<file path="src/verilog/isa_text_pkg.sv">
`default_nettype none

package isa_text_pkg;

	// {major opcode, function}; function is zero for I-type.
	typedef logic [11:0] opcode_t;
	typedef logic [4:0]  regnum_t;
	typedef logic [15:0] imm_t;
	typedef logic [7:0]  char_t;
	typedef logic [4:0]  text_addr_t;

	localparam int TEXT_LEN = 20; // characters in the line.
	localparam int MNEM_LEN = 4;  // widest mnemonic.
	localparam int OPS_LEN  = 16; // widest operand field.

	localparam char_t CHAR_SPACE = 8'd32;
	localparam char_t CHAR_PLUS  = 8'd43;
	localparam char_t CHAR_MINUS = 8'd45;
	localparam char_t CHAR_ZERO  = 8'd48;

	// ##################################################
	// R-type, major opcode 0.
	// ##################################################
	localparam opcode_t ADD    = {6'h00, 6'h20};
	localparam opcode_t ADDU   = {6'h00, 6'h21};
	localparam opcode_t SUB    = {6'h00, 6'h22};
	localparam opcode_t SUBU   = {6'h00, 6'h23};
	localparam opcode_t AND_OP = {6'h00, 6'h24};
	localparam opcode_t OR_OP  = {6'h00, 6'h25};
	localparam opcode_t XOR_OP = {6'h00, 6'h26};
	localparam opcode_t NOR_OP = {6'h00, 6'h27};
	localparam opcode_t SLL    = {6'h00, 6'h00};
	localparam opcode_t SRL    = {6'h00, 6'h02};
	localparam opcode_t SLT    = {6'h00, 6'h2A};
	localparam opcode_t JR     = {6'h00, 6'h08};

	// ##################################################
	// I-type, function field zero.
	// ##################################################
	localparam opcode_t ADDI = {6'h08, 6'h00};
	localparam opcode_t ANDI = {6'h0C, 6'h00};
	localparam opcode_t ORI  = {6'h0D, 6'h00};
	localparam opcode_t XORI = {6'h0E, 6'h00};
	localparam opcode_t LW   = {6'h23, 6'h00};
	localparam opcode_t SW   = {6'h2B, 6'h00};
	localparam opcode_t SLTI = {6'h0A, 6'h00};
	localparam opcode_t BEQ  = {6'h04, 6'h00};
	localparam opcode_t BNE  = {6'h05, 6'h00};

	localparam opcode_t HLT  = {6'h3F, 6'h00}; // stops the core.

endpackage

`default_nettype wire

</file>
<file path="src/verilog/vga_timing_pkg.sv">
`default_nettype none

package vga_timing_pkg;

	typedef logic [9:0] hcount_t; // pixel position in a line.
	typedef logic [9:0] vcount_t; // line position in a frame.

	localparam int COLORW = 4;

	typedef logic [COLORW-1:0] color_t;

	// ##################################################
	// 640x480 at 60 Hz raster.
	// ##################################################
	localparam hcount_t H_VISIBLE = 10'd640;
	localparam hcount_t H_FRONT   = 10'd16;
	localparam hcount_t H_SYNC    = 10'd96;
	localparam hcount_t H_BACK    = 10'd48;
	localparam hcount_t H_TOTAL   = H_VISIBLE + H_FRONT + H_SYNC + H_BACK;

	localparam vcount_t V_VISIBLE = 10'd480;
	localparam vcount_t V_FRONT   = 10'd10;
	localparam vcount_t V_SYNC    = 10'd2;
	localparam vcount_t V_BACK    = 10'd33;
	localparam vcount_t V_TOTAL   = V_VISIBLE + V_FRONT + V_SYNC + V_BACK;

	localparam hcount_t H_SYNC_START = H_VISIBLE + H_FRONT; // 656.
	localparam hcount_t H_SYNC_END   = H_SYNC_START + H_SYNC; // first count after the pulse.
	localparam vcount_t V_SYNC_START = V_VISIBLE + V_FRONT;
	localparam vcount_t V_SYNC_END   = V_SYNC_START + V_SYNC;

	// character cell.
	localparam hcount_t CELL_W = 10'd8;
	localparam vcount_t CELL_H = 10'd16;

	localparam color_t FG_LEVEL = 4'd15; // lit bit, all channels.
	localparam color_t BG_BLUE  = 4'd4;  // unlit bit inside the text area.

endpackage

`default_nettype wire
</file>
<file path="src/verilog/inst_disasm.sv">
`timescale 1ns/1ps
`default_nettype none

module inst_disasm
	import isa_text_pkg::*;
(
	input  wire               iVGA_CLK,
	input  wire               iRST_n,
	input  wire               inst_valid,
	input  wire opcode_t      opcode,
	input  wire regnum_t      rs,
	input  wire regnum_t      rt,
	input  wire regnum_t      rd,
	input  wire regnum_t      shamt,
	input  wire imm_t         immediate,
	output logic              wr_en,
	output text_addr_t        wr_addr,
	output char_t             wr_char
);

	typedef enum logic {IDLE, WRITE} state_t;

	state_t     state;
	text_addr_t idx;   // character being written.
	logic       take;

	opcode_t op_q;
	regnum_t rs_q;
	regnum_t rt_q;
	regnum_t rd_q;
	regnum_t shamt_q;
	imm_t    imm_q;

	char_t [0:MNEM_LEN-1] mnem;
	logic [2:0]           mnem_len;
	char_t [0:OPS_LEN-1]  ops;   // operands, each led by a space.
	char_t                line [TEXT_LEN];
	logic [4:0]           ops_idx;

	// ##################################################
	// decimal text helpers.
	// ##################################################
	function automatic logic [15:0] dec2(input regnum_t v);
		char_t tens;
		char_t ones;
		tens = CHAR_ZERO + char_t'(v / 5'd10);
		ones = CHAR_ZERO + char_t'(v % 5'd10);
		return {tens, ones};
	endfunction

	function automatic logic [39:0] dec5(input imm_t v);
		logic [39:0] txt;
		imm_t        rest;
		rest = v;
		for (int i = 0; i < 5; i++)
		begin
			txt[i*8 +: 8] = CHAR_ZERO + char_t'(rest % 16'd10); // ones digit lands rightmost.
			rest = rest / 16'd10;
		end
		return txt;
	endfunction

	function automatic logic [31:0] reg_txt(input regnum_t v);
		return {" x", dec2(v)};
	endfunction

	function automatic logic [55:0] simm_txt(input imm_t v);
		imm_t mag;
		mag = v[15] ? (~v + 16'd1) : v; // -32768 still fits as a magnitude.
		return {CHAR_SPACE, (v[15] ? CHAR_MINUS : CHAR_PLUS), dec5(mag)};
	endfunction

	function automatic logic [47:0] uimm_txt(input imm_t v);
		return {CHAR_SPACE, dec5(v)};
	endfunction

	// ##################################################
	// control.
	// ##################################################
	assign take = (state == IDLE) && inst_valid; // strobes during a burst are dropped.

	always_ff @(posedge iVGA_CLK or negedge iRST_n)
	begin
		if (!iRST_n)
		begin
			state <= IDLE;
			idx   <= '0;
		end
		else
		begin
			case (state)
				IDLE:
				begin
					idx <= '0;
					if (take)
						state <= WRITE;
				end
				WRITE:
				begin
					idx <= idx + 5'd1;
					if (idx == text_addr_t'(TEXT_LEN - 1))
						state <= IDLE;
				end
				default: state <= IDLE;
			endcase
		end
	end

	always_ff @(posedge iVGA_CLK)
	begin
		if (take)
		begin
			op_q    <= opcode;
			rs_q    <= rs;
			rt_q    <= rt;
			rd_q    <= rd;
			shamt_q <= shamt;
			imm_q   <= immediate;
		end
	end

	// formatter.
	always_comb
	begin
		mnem     = "????";
		mnem_len = 3'd4;
		ops      = {OPS_LEN{CHAR_SPACE}};
		case (op_q)
			ADD, ADDU, SUB, SUBU, AND_OP, OR_OP, XOR_OP, NOR_OP, SLT:
				ops = {reg_txt(rd_q), reg_txt(rs_q), reg_txt(rt_q), {4{CHAR_SPACE}}};
			SLL, SRL:
				ops = {reg_txt(rd_q), reg_txt(rt_q), CHAR_SPACE, dec2(shamt_q), {5{CHAR_SPACE}}};
			JR:
				ops = {reg_txt(rs_q), {12{CHAR_SPACE}}};
			ADDI, SLTI:
				ops = {reg_txt(rt_q), reg_txt(rs_q), simm_txt(imm_q), CHAR_SPACE};
			ANDI, ORI, XORI:
				ops = {reg_txt(rt_q), reg_txt(rs_q), uimm_txt(imm_q), {2{CHAR_SPACE}}};
			LW, SW:
				ops = {reg_txt(rt_q), simm_txt(imm_q), reg_txt(rs_q), CHAR_SPACE};
			BEQ, BNE:
				ops = {reg_txt(rs_q), reg_txt(rt_q), simm_txt(imm_q), CHAR_SPACE};
			default: ;
		endcase
		case (op_q)
			ADD:     begin mnem = {"add", CHAR_SPACE}; mnem_len = 3'd3; end
			ADDU:    begin mnem = "addu"; mnem_len = 3'd4; end
			SUB:     begin mnem = {"sub", CHAR_SPACE}; mnem_len = 3'd3; end
			SUBU:    begin mnem = "subu"; mnem_len = 3'd4; end
			AND_OP:  begin mnem = {"and", CHAR_SPACE}; mnem_len = 3'd3; end
			OR_OP:   begin mnem = {"or", {2{CHAR_SPACE}}}; mnem_len = 3'd2; end
			XOR_OP:  begin mnem = {"xor", CHAR_SPACE}; mnem_len = 3'd3; end
			NOR_OP:  begin mnem = {"nor", CHAR_SPACE}; mnem_len = 3'd3; end
			SLL:     begin mnem = {"sll", CHAR_SPACE}; mnem_len = 3'd3; end
			SRL:     begin mnem = {"srl", CHAR_SPACE}; mnem_len = 3'd3; end
			SLT:     begin mnem = {"slt", CHAR_SPACE}; mnem_len = 3'd3; end
			JR:      begin mnem = {"jr", {2{CHAR_SPACE}}}; mnem_len = 3'd2; end
			ADDI:    begin mnem = "addi"; mnem_len = 3'd4; end
			ANDI:    begin mnem = "andi"; mnem_len = 3'd4; end
			ORI:     begin mnem = {"ori", CHAR_SPACE}; mnem_len = 3'd3; end
			XORI:    begin mnem = "xori"; mnem_len = 3'd4; end
			LW:      begin mnem = {"lw", {2{CHAR_SPACE}}}; mnem_len = 3'd2; end
			SW:      begin mnem = {"sw", {2{CHAR_SPACE}}}; mnem_len = 3'd2; end
			SLTI:    begin mnem = "slti"; mnem_len = 3'd4; end
			BEQ:     begin mnem = {"beq", CHAR_SPACE}; mnem_len = 3'd3; end
			BNE:     begin mnem = {"bne", CHAR_SPACE}; mnem_len = 3'd3; end
			HLT:     begin mnem = {"hlt", CHAR_SPACE}; mnem_len = 3'd3; end
			default: ;
		endcase
	end

	// operands follow the mnemonic directly, the rest is padding.
	always_comb
	begin
		ops_idx = '0;
		for (int i = 0; i < TEXT_LEN; i++)
		begin
			ops_idx = 5'(i) - 5'(mnem_len);
			if (i < int'(mnem_len))
				line[i] = mnem[2'(i)];
			else if (ops_idx < 5'(OPS_LEN))
				line[i] = ops[ops_idx[3:0]];
			else
				line[i] = CHAR_SPACE;
		end
	end

	assign wr_en   = (state == WRITE);
	assign wr_addr = idx;
	assign wr_char = line[idx];

	a_wr_addr_range: assert property (@(posedge iVGA_CLK) disable iff (!iRST_n)
		wr_en |-> (wr_addr < text_addr_t'(TEXT_LEN)))
		else $error("write index past end of text line");

endmodule

`default_nettype wire

</file>
<file path="src/verilog/inst_display_top.sv">
`timescale 1ns/1ps
`default_nettype none

module inst_display_top
	import vga_timing_pkg::*, isa_text_pkg::*;
(
	input  wire          iVGA_CLK,
	input  wire          iRST_n,
	input  wire          inst_valid,
	input  wire opcode_t opcode,
	input  wire regnum_t rs,
	input  wire regnum_t rt,
	input  wire regnum_t rd,
	input  wire regnum_t shamt,
	input  wire imm_t    immediate,
	output wire color_t  r_data,
	output wire color_t  g_data,
	output wire color_t  b_data,
	output wire          hs,
	output wire          vs
);

	wire             wr_en;
	wire text_addr_t wr_addr;
	wire char_t      wr_char;
	wire text_addr_t rd_addr;
	wire char_t      rd_char;

	inst_disasm u_disasm (
		.iVGA_CLK   (iVGA_CLK),
		.iRST_n     (iRST_n),
		.inst_valid (inst_valid),
		.opcode     (opcode),
		.rs         (rs),
		.rt         (rt),
		.rd         (rd),
		.shamt      (shamt),
		.immediate  (immediate),
		.wr_en      (wr_en),
		.wr_addr    (wr_addr),
		.wr_char    (wr_char)
	);

	text_line_buffer u_buffer (
		.iVGA_CLK (iVGA_CLK),
		.iRST_n   (iRST_n),
		.wr_en    (wr_en),
		.wr_addr  (wr_addr),
		.wr_char  (wr_char),
		.rd_addr  (rd_addr),
		.rd_char  (rd_char)
	);

	vga_text_raster u_raster (
		.iVGA_CLK (iVGA_CLK),
		.iRST_n   (iRST_n),
		.rd_char  (rd_char),
		.rd_addr  (rd_addr),
		.r_data   (r_data),
		.g_data   (g_data),
		.b_data   (b_data),
		.hs       (hs),
		.vs       (vs)
	);

endmodule

`default_nettype wire

</file>
<file path="src/verilog/text_line_buffer.sv">
`timescale 1ns/1ps
`default_nettype none

module text_line_buffer
	import isa_text_pkg::*;
(
	input  wire             iVGA_CLK,
	input  wire             iRST_n,
	input  wire             wr_en,
	input  wire text_addr_t wr_addr,
	input  wire char_t      wr_char,
	input  wire text_addr_t rd_addr,
	output char_t           rd_char
);

	char_t mem [TEXT_LEN];

	// write port, cleared to a blank line.
	always_ff @(posedge iVGA_CLK or negedge iRST_n)
	begin
		if (!iRST_n)
		begin
			for (int i = 0; i < TEXT_LEN; i++)
				mem[i] <= CHAR_SPACE;
		end
		else if (wr_en && (wr_addr < text_addr_t'(TEXT_LEN)))
		begin
			mem[wr_addr] <= wr_char;
		end
	end

	// registered read, one cycle behind rd_addr.
	always_ff @(posedge iVGA_CLK or negedge iRST_n)
	begin
		if (!iRST_n)
			rd_char <= CHAR_SPACE;
		else
			rd_char <= mem[rd_addr];
	end

	a_rd_addr_range: assert property (@(posedge iVGA_CLK) disable iff (!iRST_n)
		rd_addr < text_addr_t'(TEXT_LEN))
		else $error("raster read past end of text line");

endmodule

`default_nettype wire

</file>
<file path="src/verilog/vga_text_raster.sv">
`timescale 1ns/1ps
`default_nettype none

module vga_text_raster
	import vga_timing_pkg::*, isa_text_pkg::*;
(
	input  wire        iVGA_CLK,
	input  wire        iRST_n,
	input  wire char_t rd_char,
	output text_addr_t rd_addr,
	output color_t     r_data,
	output color_t     g_data,
	output color_t     b_data,
	output logic       hs,
	output logic       vs
);

	hcount_t h_cnt;
	vcount_t v_cnt;

	logic       hs_c;
	logic       vs_c;
	logic       vis_c;
	logic       text_c;
	logic       in_cols; // horizontally inside the text columns.
	logic [2:0] bit_c;

	logic       hs_d1;
	logic       vs_d1;
	logic       vis_d1;
	logic       text_d1;
	logic [2:0] bit_d1;
	logic       pix_on;

	// ##################################################
	// counters.
	// ##################################################
	always_ff @(posedge iVGA_CLK or negedge iRST_n)
	begin
		if (!iRST_n)
		begin
			h_cnt <= '0;
			v_cnt <= '0;
		end
		else if (h_cnt == H_TOTAL - 10'd1)
		begin
			h_cnt <= '0;
			if (v_cnt == V_TOTAL - 10'd1)
				v_cnt <= '0;
			else
				v_cnt <= v_cnt + 10'd1;
		end
		else
		begin
			h_cnt <= h_cnt + 10'd1;
		end
	end

	assign hs_c    = !((h_cnt >= H_SYNC_START) && (h_cnt < H_SYNC_END)); // active low.
	assign vs_c    = !((v_cnt >= V_SYNC_START) && (v_cnt < V_SYNC_END));
	assign vis_c   = (h_cnt < H_VISIBLE) && (v_cnt < V_VISIBLE);
	assign in_cols = h_cnt < hcount_t'(TEXT_LEN * CELL_W);
	assign text_c  = in_cols && (v_cnt < CELL_H);

	// msb of the code is the leftmost pixel of the cell.
	assign bit_c   = 3'(CELL_W - 10'd1 - (h_cnt % CELL_W));

	assign rd_addr = in_cols ? text_addr_t'(h_cnt / CELL_W) : '0;

	// ##################################################
	// stage 1 waits for rd_char.
	// ##################################################
	always_ff @(posedge iVGA_CLK or negedge iRST_n)
	begin
		if (!iRST_n)
		begin
			hs_d1   <= 1'b1;
			vs_d1   <= 1'b1;
			vis_d1  <= 1'b0;
			text_d1 <= 1'b0;
		end
		else
		begin
			hs_d1   <= hs_c;
			vs_d1   <= vs_c;
			vis_d1  <= vis_c;
			text_d1 <= text_c;
		end
	end

	always_ff @(posedge iVGA_CLK)
	begin
		bit_d1 <= bit_c;
	end

	assign pix_on = rd_char[bit_d1];

	// stage 2 lets colour and sync leave together.
	always_ff @(posedge iVGA_CLK or negedge iRST_n)
	begin
		if (!iRST_n)
		begin
			hs     <= 1'b1;
			vs     <= 1'b1;
			r_data <= '0;
			g_data <= '0;
			b_data <= '0;
		end
		else
		begin
			hs <= hs_d1;
			vs <= vs_d1;
			if (vis_d1 && text_d1)
			begin
				r_data <= pix_on ? FG_LEVEL : '0;
				g_data <= pix_on ? FG_LEVEL : '0;
				b_data <= pix_on ? FG_LEVEL : BG_BLUE; // dark blue behind the text.
			end
			else
			begin
				r_data <= '0; // blanking and the rest of the screen.
				g_data <= '0;
				b_data <= '0;
			end
		end
	end

	// sync at the pins belongs to the same position as the colour.
	a_hs_blank: assert property (@(posedge iVGA_CLK) disable iff (!iRST_n)
		!hs |-> ((r_data == '0) && (g_data == '0) && (b_data == '0)))
		else $error("hsync low during a visible pixel");

endmodule

`default_nettype wire

</file>
<file path="config.mk">
export PLATFORM = sky130hd
export DESIGN_NAME = inst_display_top
export DESIGN_NICKNAME = d
export VERILOG_FILES = /design/src/verilog/isa_text_pkg.sv /design/src/verilog/vga_timing_pkg.sv /design/src/verilog/inst_disasm.sv /design/src/verilog/inst_display_top.sv /design/src/verilog/text_line_buffer.sv /design/src/verilog/vga_text_raster.sv
export SDC_FILE = /design/constraint.sdc
export NUM_CORES = 1
export LEC_CHECK = 0
export BUFFER_PORTS_ARGS = -buffer_cell sky130_fd_sc_hd__buf_2
export CORE_MARGIN = 2
export CORE_UTILIZATION = 30
export CTS_CLUSTER_SIZE = 8
export DETAILED_ROUTE_END_ITERATION = 8
export PLACE_DENSITY = 0.47
export SLEW_MARGIN = 10
export SYNTH_ARGS = -nofsm -noshare
export SYNTH_HDL_FRONTEND = slang
export SYNTH_SLANG_ARGS = --single-unit
</file>
<file path="constraint.sdc">
create_clock -name iVGA_CLK -period 14.34 [get_ports iVGA_CLK]
set_input_delay 2.151 -clock iVGA_CLK [delete_from_list [all_inputs] [get_ports iVGA_CLK]]
set_output_delay 2.151 -clock iVGA_CLK [all_outputs]
set_load 0.005 [all_outputs]
</file>
==> results.py, run 1 <==
metrics = {
    "place": {
        "post-place-ws_ns": -0.02345,
        "placed_area_sq_um": 25130,
        "port_buffers": 64,
        "gp_congestion": 0.9658,
        "dp_hpwl_mm": 64.22,
    },
    "sta": {
        "fin_skew_ns": 0.03860,
        "min_period_ns": 13.19,
        "max_freq_mhz": 75.79,
        "finalMaxSlewViolations": 0,
        "worst_slew_pin_slew_ns": 1.166,
        "finalSetupViolations": 0,
        "fin_ws_ns": 1.146,
        "fin_crit_sh": 0.9201,
        "relSlewSlack": 0.2145,
        "hold_viol": 0,
        "rsz0062_at_grt": "false",
        "fin_hold_ws_ns": 0.3552,
    },
    "route": {
        "ant_nets": 0,
        "dr.first_iter.drc_count": 2432,
        "drcViolationCount": 0,
        "wl_mm": 88.67,
        "wl_per_cell_um": 21.65,
        "dr.pass1.iters": 6,
        "num_vias": 24131,
        "vias_per_cell": 5.893,
    },
    "global_routing": {
        "grt_pass1_wl_mm": 137.1,
        "grt_util_all_layers": 0.2095,
        "antenna_found_initial": 1,
        "grt-ovfl-total": 0,
        "grt_max_degree": 85,
        "grt_pass1_vias": 22762,
    },
    "critical_path": {
        "r2r_end": "u_buffer.mem[29]$_DFFE_PN1P_",
        "crit_family": "compound AO/OA/AOI/OAI gates",
        "worstSetupStartpointType": "flop",
        "worstSetupPathType": "reg -> reg",
        "worstPathMaxFanout": 10,
        "regToRegStartpoint": "u_disasm.imm_q[12]$_DFFE_PP_",
        "required_ns": 14.83,
        "critPathBufInv": 7,
        "rrSetupSlack_ns": 1.15,
        "crit_start": "u_disasm.imm_q[12]$_DFFE_PP_",
        "slowest_delay_ns": 0.51,
        "path_common_cell": "ha_1",
        "slowest_stage": "a211oi_1",
        "reg2regPathDepth": 58,
        "crit_arrival_ns": 13.69,
        "end_kind": "flop",
    },
    "die": {
        "ios": 65,
        "die_w_um": 286.8,
        "start_util": 0.3033,
        "die_h_um": 286.8,
        "core-area_sq_um": 79130,
        "dieArea_sq_um": 82280,
        "fp-row-count": 103,
    },
    "synthesis": {
        "syn_inst": 3033,
        "yosys_warnings": 0,
        "yosysSeqAreaShare": 0.2745,
        "synth_edf_count": 48,
        "syn_avg_cell_area_sq_um": 7.913,
        "synth-async-reset-ratio": 0.7984,
        "ys_dominant_reg_cell": "dfrtp_1",
        "synth_seq_cells": 253,
        "ys_types": 130,
        "netlist_area_sq_um": 24000,
    },
    "final_layout": {
        "syn2layout_area_growth_pct": 10.59,
        "final_area_sq_um": 26540,
        "layout_commonest_cell": "nand2_1",
        "drive_gt1_frac": 0.1402,
        "diodes": 0,
        "final_cell_mix": "341 x nand2_1, 338 x nor2_1, 189 x a21oi_1, 189 x o21ai_0, 176 x dfrtp_1",
        "nNetsFinal": 3128,
    },
    "pwr": {
        "p_per_area_nw_per_um2": 288.8,
        "power.leakage_nw": 10.32,
        "ir_drop_mv": 0.3700,
    },
    "hold_path": {
        "min_path_cells": 0,
        "min_to": "u_raster.hs$_DFF_PN1_",
        "hold_start": "u_raster.hs_d1$_DFF_PN1_",
        "hp-class": "reg -> reg",
    },
    "clock_network": {
        "cts_tree": "done",
        "cts_buffers": 39,
        "clkSlewWorstSetupHoldPaths_ns": 0.05,
        "hold_buffers": 0,
        "htree_levels": 2,
        "cts_root_buf": "clkbuf_16",
        "clock-sinks": 253,
        "cts_max_path_buffers": 3,
        "clock_latency_ns": 0.59,
    },
    "run": {
        "drv_cap": 0,
    },
    "outcome": {
        "status": "completed",
    },
}
## worst max path at each step
stage / to / slack [ns] / depth (start not counted)
final: u_buffer.mem[29]$_DFFE_PN1P_ / 1.15 / 58
after global routing: u_buffer.mem[125]$_DFFE_PN1P_ / 0.07 / 58
after CTS: u_buffer.mem[29]$_DFFE_PN1P_ / 0.08 / 57
after detailed placement: u_buffer.mem[29]$_DFFE_PN1P_ / -0.02 / 57
after global placement: u_buffer.mem[117]$_DFFE_PN1P_ / 0.48 / 60
after floorplan: u_buffer.mem[125]$_DFFE_PN1P_ / 2.52 / 61
## repair_timing
| action | 4_1_cts | 5_1_grt |
|---|---|---|
| pin swaps | 0 | 3 |
| resized for setup | 1 | 12 |
| setup endpoints to repair | 11 | 24 |
| cloned | 0 | 1 |
| buffers inserted | 0 | 23 |
## synth_stat cells, drive strengths merged (30+ instances only)
cell type	number	share of area
a21oi	202	0.045
o21ai	206	0.043
nor4	30	0.0078
mux2i	41	0.017
o22ai	43	0.011
o31ai	31	0.010
ha	62	0.032
edfxtp	48	0.060
inv	78	0.013
nand2b	42	0.011
o211ai	50	0.016
buf	80	0.020
a31oi	43	0.012
nor3	91	0.020
xnor2	85	0.031
nand3	129	0.028
and3	42	0.011
dfrtp	177	0.18
nor2	340	0.053
nand2	344	0.054
and2	39	0.010
clkbuf	123	0.019
mux2	88	0.042
a211oi	54	0.017
nor2b	38	0.0099
## metrics by stage
| step | util | TNS, ns | total power (W) | instances |
|---|---|---|---|---|
| finish | 0.3354 | 0 | 0.007665 | 4095 |
| global route | 0.3354 | 0 | 0.008322 | 4095 |
| CTS | 0.3325 | 0 | 0.007603 | 4071 |
| detailed placement | 0.3176 | -0.1435 | 0.006661 | 4000 |
| global placement | 0.3176 | 0 | 0.006574 | 4000 |
| floorplan | - | 0 | 0.005101 | 3041 |
## state kept, by name, summed over array words and instances, names as in the netlist, 5 cells and up
name,count
u_buffer.mem,160
u_buffer.rd_char,8
u_disasm.imm_q,16
u_disasm.op_q,12
u_disasm.rd_q,5
u_disasm.rs_q,5
u_disasm.rt_q,5
u_disasm.shamt_q,5
u_disasm.wr_addr,5
u_raster.h_cnt,10
u_raster.v_cnt,10
## logic make-up after synthesis
kind of cell    share of synthesized area
compound gates                     0.2751
other cells                     0.0003129
xor+xnor                          0.04124
flops                              0.2745
fa+ha+maj                         0.03316
simple gates                       0.2461
buf+inv                           0.05313
mux                               0.07653
## cell type report
class                           instances  area, sq um
Multi-Input combinational cell       2502        16270
Clock buffer                           65         1094
Clock inverter                          6        88.84
Sequential cell                       253         6589
Timing Repair Buffer                  135        865.8
Tap cell                             1050         1314
Fill cell                            8432        52590
Inverter                               84        322.8
## metal layers
layer,track usage,vias to the layer above,share of wire
li1,-,11306,-
met1,0.2869,11813,0.45
met2,0.3412,884,0.46
met3,0.03500,126,0.065
met4,0.05495,2,0.024
met5,0,-,0.00015
## power breakdown
group          internal [W]  switching [W]  total, W
registers          0.000969       0.000130   0.00110
clock network      0.000525       0.000364  0.000888
logic               0.00198        0.00369   0.00568
Note: power is estimated with default switching activity, not from simulation.
==> run 2: changes to the inputs <==
- ABC_AREA: not set -> 1
- RECOVER_POWER: not set -> 25
- SLEW_MARGIN: 10 -> 25
==> run 2 against run 1 <==
The run now ends with capacitance limit, slew limit left; wire length is 13% lower; global-route usage is 1.3 points lower; area after synthesis decreased by 3.4%; critical endpoint is now u_buffer.mem[101]$_DFFE_PN1P_; highest routed layer unchanged.
==> results.py, run 2 <==
metrics = {
    "outcome": {
        "status": "finished, violations left",
        "violations": "capacitance limit, slew limit",
    },
    "sta": {
        "fin_hold_ws_ns": 0.3532,
        "fin_skew_ns": 0.03000,
        "finalMaxSlewViolations": 140,
        "max_freq_mhz": 84.25,
        "relSlewSlack": -1.605,
        "tns_ns": 0,
        "fin_crit_sh": 0.8277,
        "finalSetupViolations": 0,
        "hold_viol": 0,
        "worst_slew_pin_slew_ns": 3.908,
        "min_period_ns": 11.87,
        "rsz0062_at_grt": "false",
    },
    "synthesis": {
        "synthTopCellsByArea": "dfrtp_1 19%, nand2_1 17%, inv_1 6.4%",
        "yosys_warnings": 0,
        "yosysSeqAreaShare": 0.2840,
        "ys_dominant_reg_cell": "dfrtp_1",
        "netlist_area_sq_um": 23190,
        "synth_largest_area_cell": "dfrtp_1",
        "syn_avg_cell_area_sq_um": 6.723,
        "yosysMostFrequentCell": "nand2_1",
        "synth_top_area_frac": 0.1910,
        "synth_seq_cells": 253,
        "syn_inst": 3450,
        "ys_types": 81,
        "ys_top_cells_by_count": "1039 x nand2_1, 395 x inv_1, 256 x nand3_1",
        "synth_edf_count": 48,
        "synth-async-reset-ratio": 0.7984,
    },
    "route": {
        "dr.first_iter.drc_count": 1893,
        "drcViolationCount": 0,
        "dr.pass1.iters": 6,
        "ant_nets": 0,
        "wl_per_cell_um": 17.04,
        "wl_mm": 77.56,
        "vias_per_cell": 4.974,
        "num_vias": 22643,
    },
    "critical_path": {
        "rrSetupSlack_ns": 2.47,
        "end_kind": "flop",
        "worstSetupPathType": "reg -> reg",
        "worstSetupStartpointType": "flop",
        "worstPathMaxFanout": 16,
        "slowest_delay_ns": 0.67,
        "crit_arrival_ns": 12.32,
        "slowest_stage": "nand4_1",
        "required_ns": 14.79,
        "path_common_cell": "nand2_1",
    },
    "final_layout": {
        "largest_register": "u_buffer.mem",
        "layout_commonest_cell": "nand2_1",
        "syn2layout_area_growth_pct": 10.02,
        "largest_reg_flops": 160,
        "nNetsFinal": 3605,
        "n_fill_cell": 8435,
        "final_cell_mix": "1037 x nand2_1, 395 x inv_1, 256 x nand3_1, 238 x nor2_1, 177 x dfrtp_1",
        "final_cells": 4552,
        "reg_top3": "u_buffer.mem: 160 flops, u_disasm.imm_q: 16 flops, u_disasm.op_q: 12 flops",
        "diodes": 0,
        "drive_gt1_frac": 0.1635,
    },
    "die": {
        "die_w_um": 282.1,
        "die_h_um": 282.1,
        "fp-row-count": 101,
        "ios": 65,
        "start_util": 0.3044,
        "core-area_sq_um": 76200,
        "dieArea_sq_um": 79560,
    },
    "hold_path": {
        "hp-class": "reg -> reg",
    },
    "place": {
        "place_inst": 4482,
        "dp_hpwl_mm": 57.54,
        "gp_congestion": 0.9785,
        "port_buffers": 64,
    },
    "global_routing": {
        "grt_max_degree": 73,
        "grt-ovfl-total": 0,
        "antenna_found_initial": 1,
        "grt_pass1_wl_mm": 123.7,
        "grt_util_all_layers": 0.1968,
        "grt_pass1_vias": 21911,
    },
    "clock_network": {
        "hold_buffers": 0,
        "clock-sinks": 253,
        "clkSlewWorstSetupHoldPaths_ns": 0.05,
        "cts_root_buf": "clkbuf_16",
        "clock_latency_ns": 0.58,
        "cts_tree": "done",
        "cts_buffers": 38,
        "htree_levels": 2,
        "post-cts-setup-buffers": 0,
        "cts_max_path_buffers": 3,
        "cts_resized": 0,
    },
    "run": {
        "drv_cap": 3,
    },
}
[run 2: kinds of logic (layout without fill, tap and decap cells)]
| group | count (synthesis) | count (layout) | synth area share |
|---|---|---|---|
| and+or+nand+nor | 1925 | 1925 | 0.3934 |
| buffers and inverters | 602 | 666 | 0.1143 |
| AOI/OAI and AO/OA | 535 | 535 | 0.1451 |
| DFF | 253 | 253 | 0.2840 |
| xor gates and xnor gates | 63 | 63 | 0.02568 |
| adders and majority gates | 62 | 62 | 0.03344 |
| muxes | 8 | 8 | 0.003884 |
| other | 2 | 10 | 0.0003238 |
[run 2: critical path, delay by kind of cell, from the launching register on]
kind	cells	cell delay [ns]
AO/OA/AOI/OAI	10	1.72
XOR/XNOR	3	0.80
adder cells (fa/ha/maj)	3	0.77
buffers and inverters	8	0.78
flip-flops	1	0.48
AND/OR/NAND/NOR	62	7.21
[run 2: final timing paths]
path / depth (start not counted) / startpoint / to
worst min-delay path: 0 / u_raster.vs_d1$_DFF_PN1_ / u_raster.vs$_DFF_PN1_
max in group asynchronous: 2 / iRST_n / u_buffer.mem[132]$_DFFE_PN0P_
min in group asynchronous: 1 / iRST_n / u_buffer.mem[16]$_DFFE_PN0P_
worst min register to register: 0 / u_raster.vs_d1$_DFF_PN1_ / u_raster.vs$_DFF_PN1_
worst max register to register: 86 / u_disasm.imm_q[1]$_DFFE_PP_ / u_buffer.mem[101]$_DFFE_PN1P_
worst max-delay path: 86 / u_disasm.imm_q[1]$_DFFE_PP_ / u_buffer.mem[101]$_DFFE_PN1P_
[run 2: metal layers]
metal  wire, um  global-route usage
met3       4770             0.02940
met5         12                   0
met1      38180              0.2872
met2      32140              0.2965
met4       2456             0.06137
[run 2: final cells by class]
class | count | area (sq um) | area share
Clock buffer | 65 | 1052 | 0.04124
Clock inverter | 5 | 76.32 | 0.002991
Inverter | 491 | 1877 | 0.07355
Multi-Input combinational cell | 2603 | 14020 | 0.5496
Sequential cell | 253 | 6588 | 0.2582
Tap cell | 1030 | 1289 | 0.05050
Timing Repair Buffer | 105 | 611.8 | 0.02398
[run 2: stage by stage]
step / utilization / worst slack (ns) / area [sq um]
5_1_grt: 0.3349 / 0.7046 / 25520
4_1_cts: 0.3352 / 2.362 / 25540
2_1_floorplan: - / 4.820 / 23220
3_5_place_dp: 0.3204 / 2.427 / 24410
6_report: 0.3349 / 2.471 / 25520
3_3_place_gp: 0.3203 / 2.392 / 24410
Power of run 2 is not shown: default switching activity piles up to over one toggle a cycle in this logic, so the estimate is an artifact.
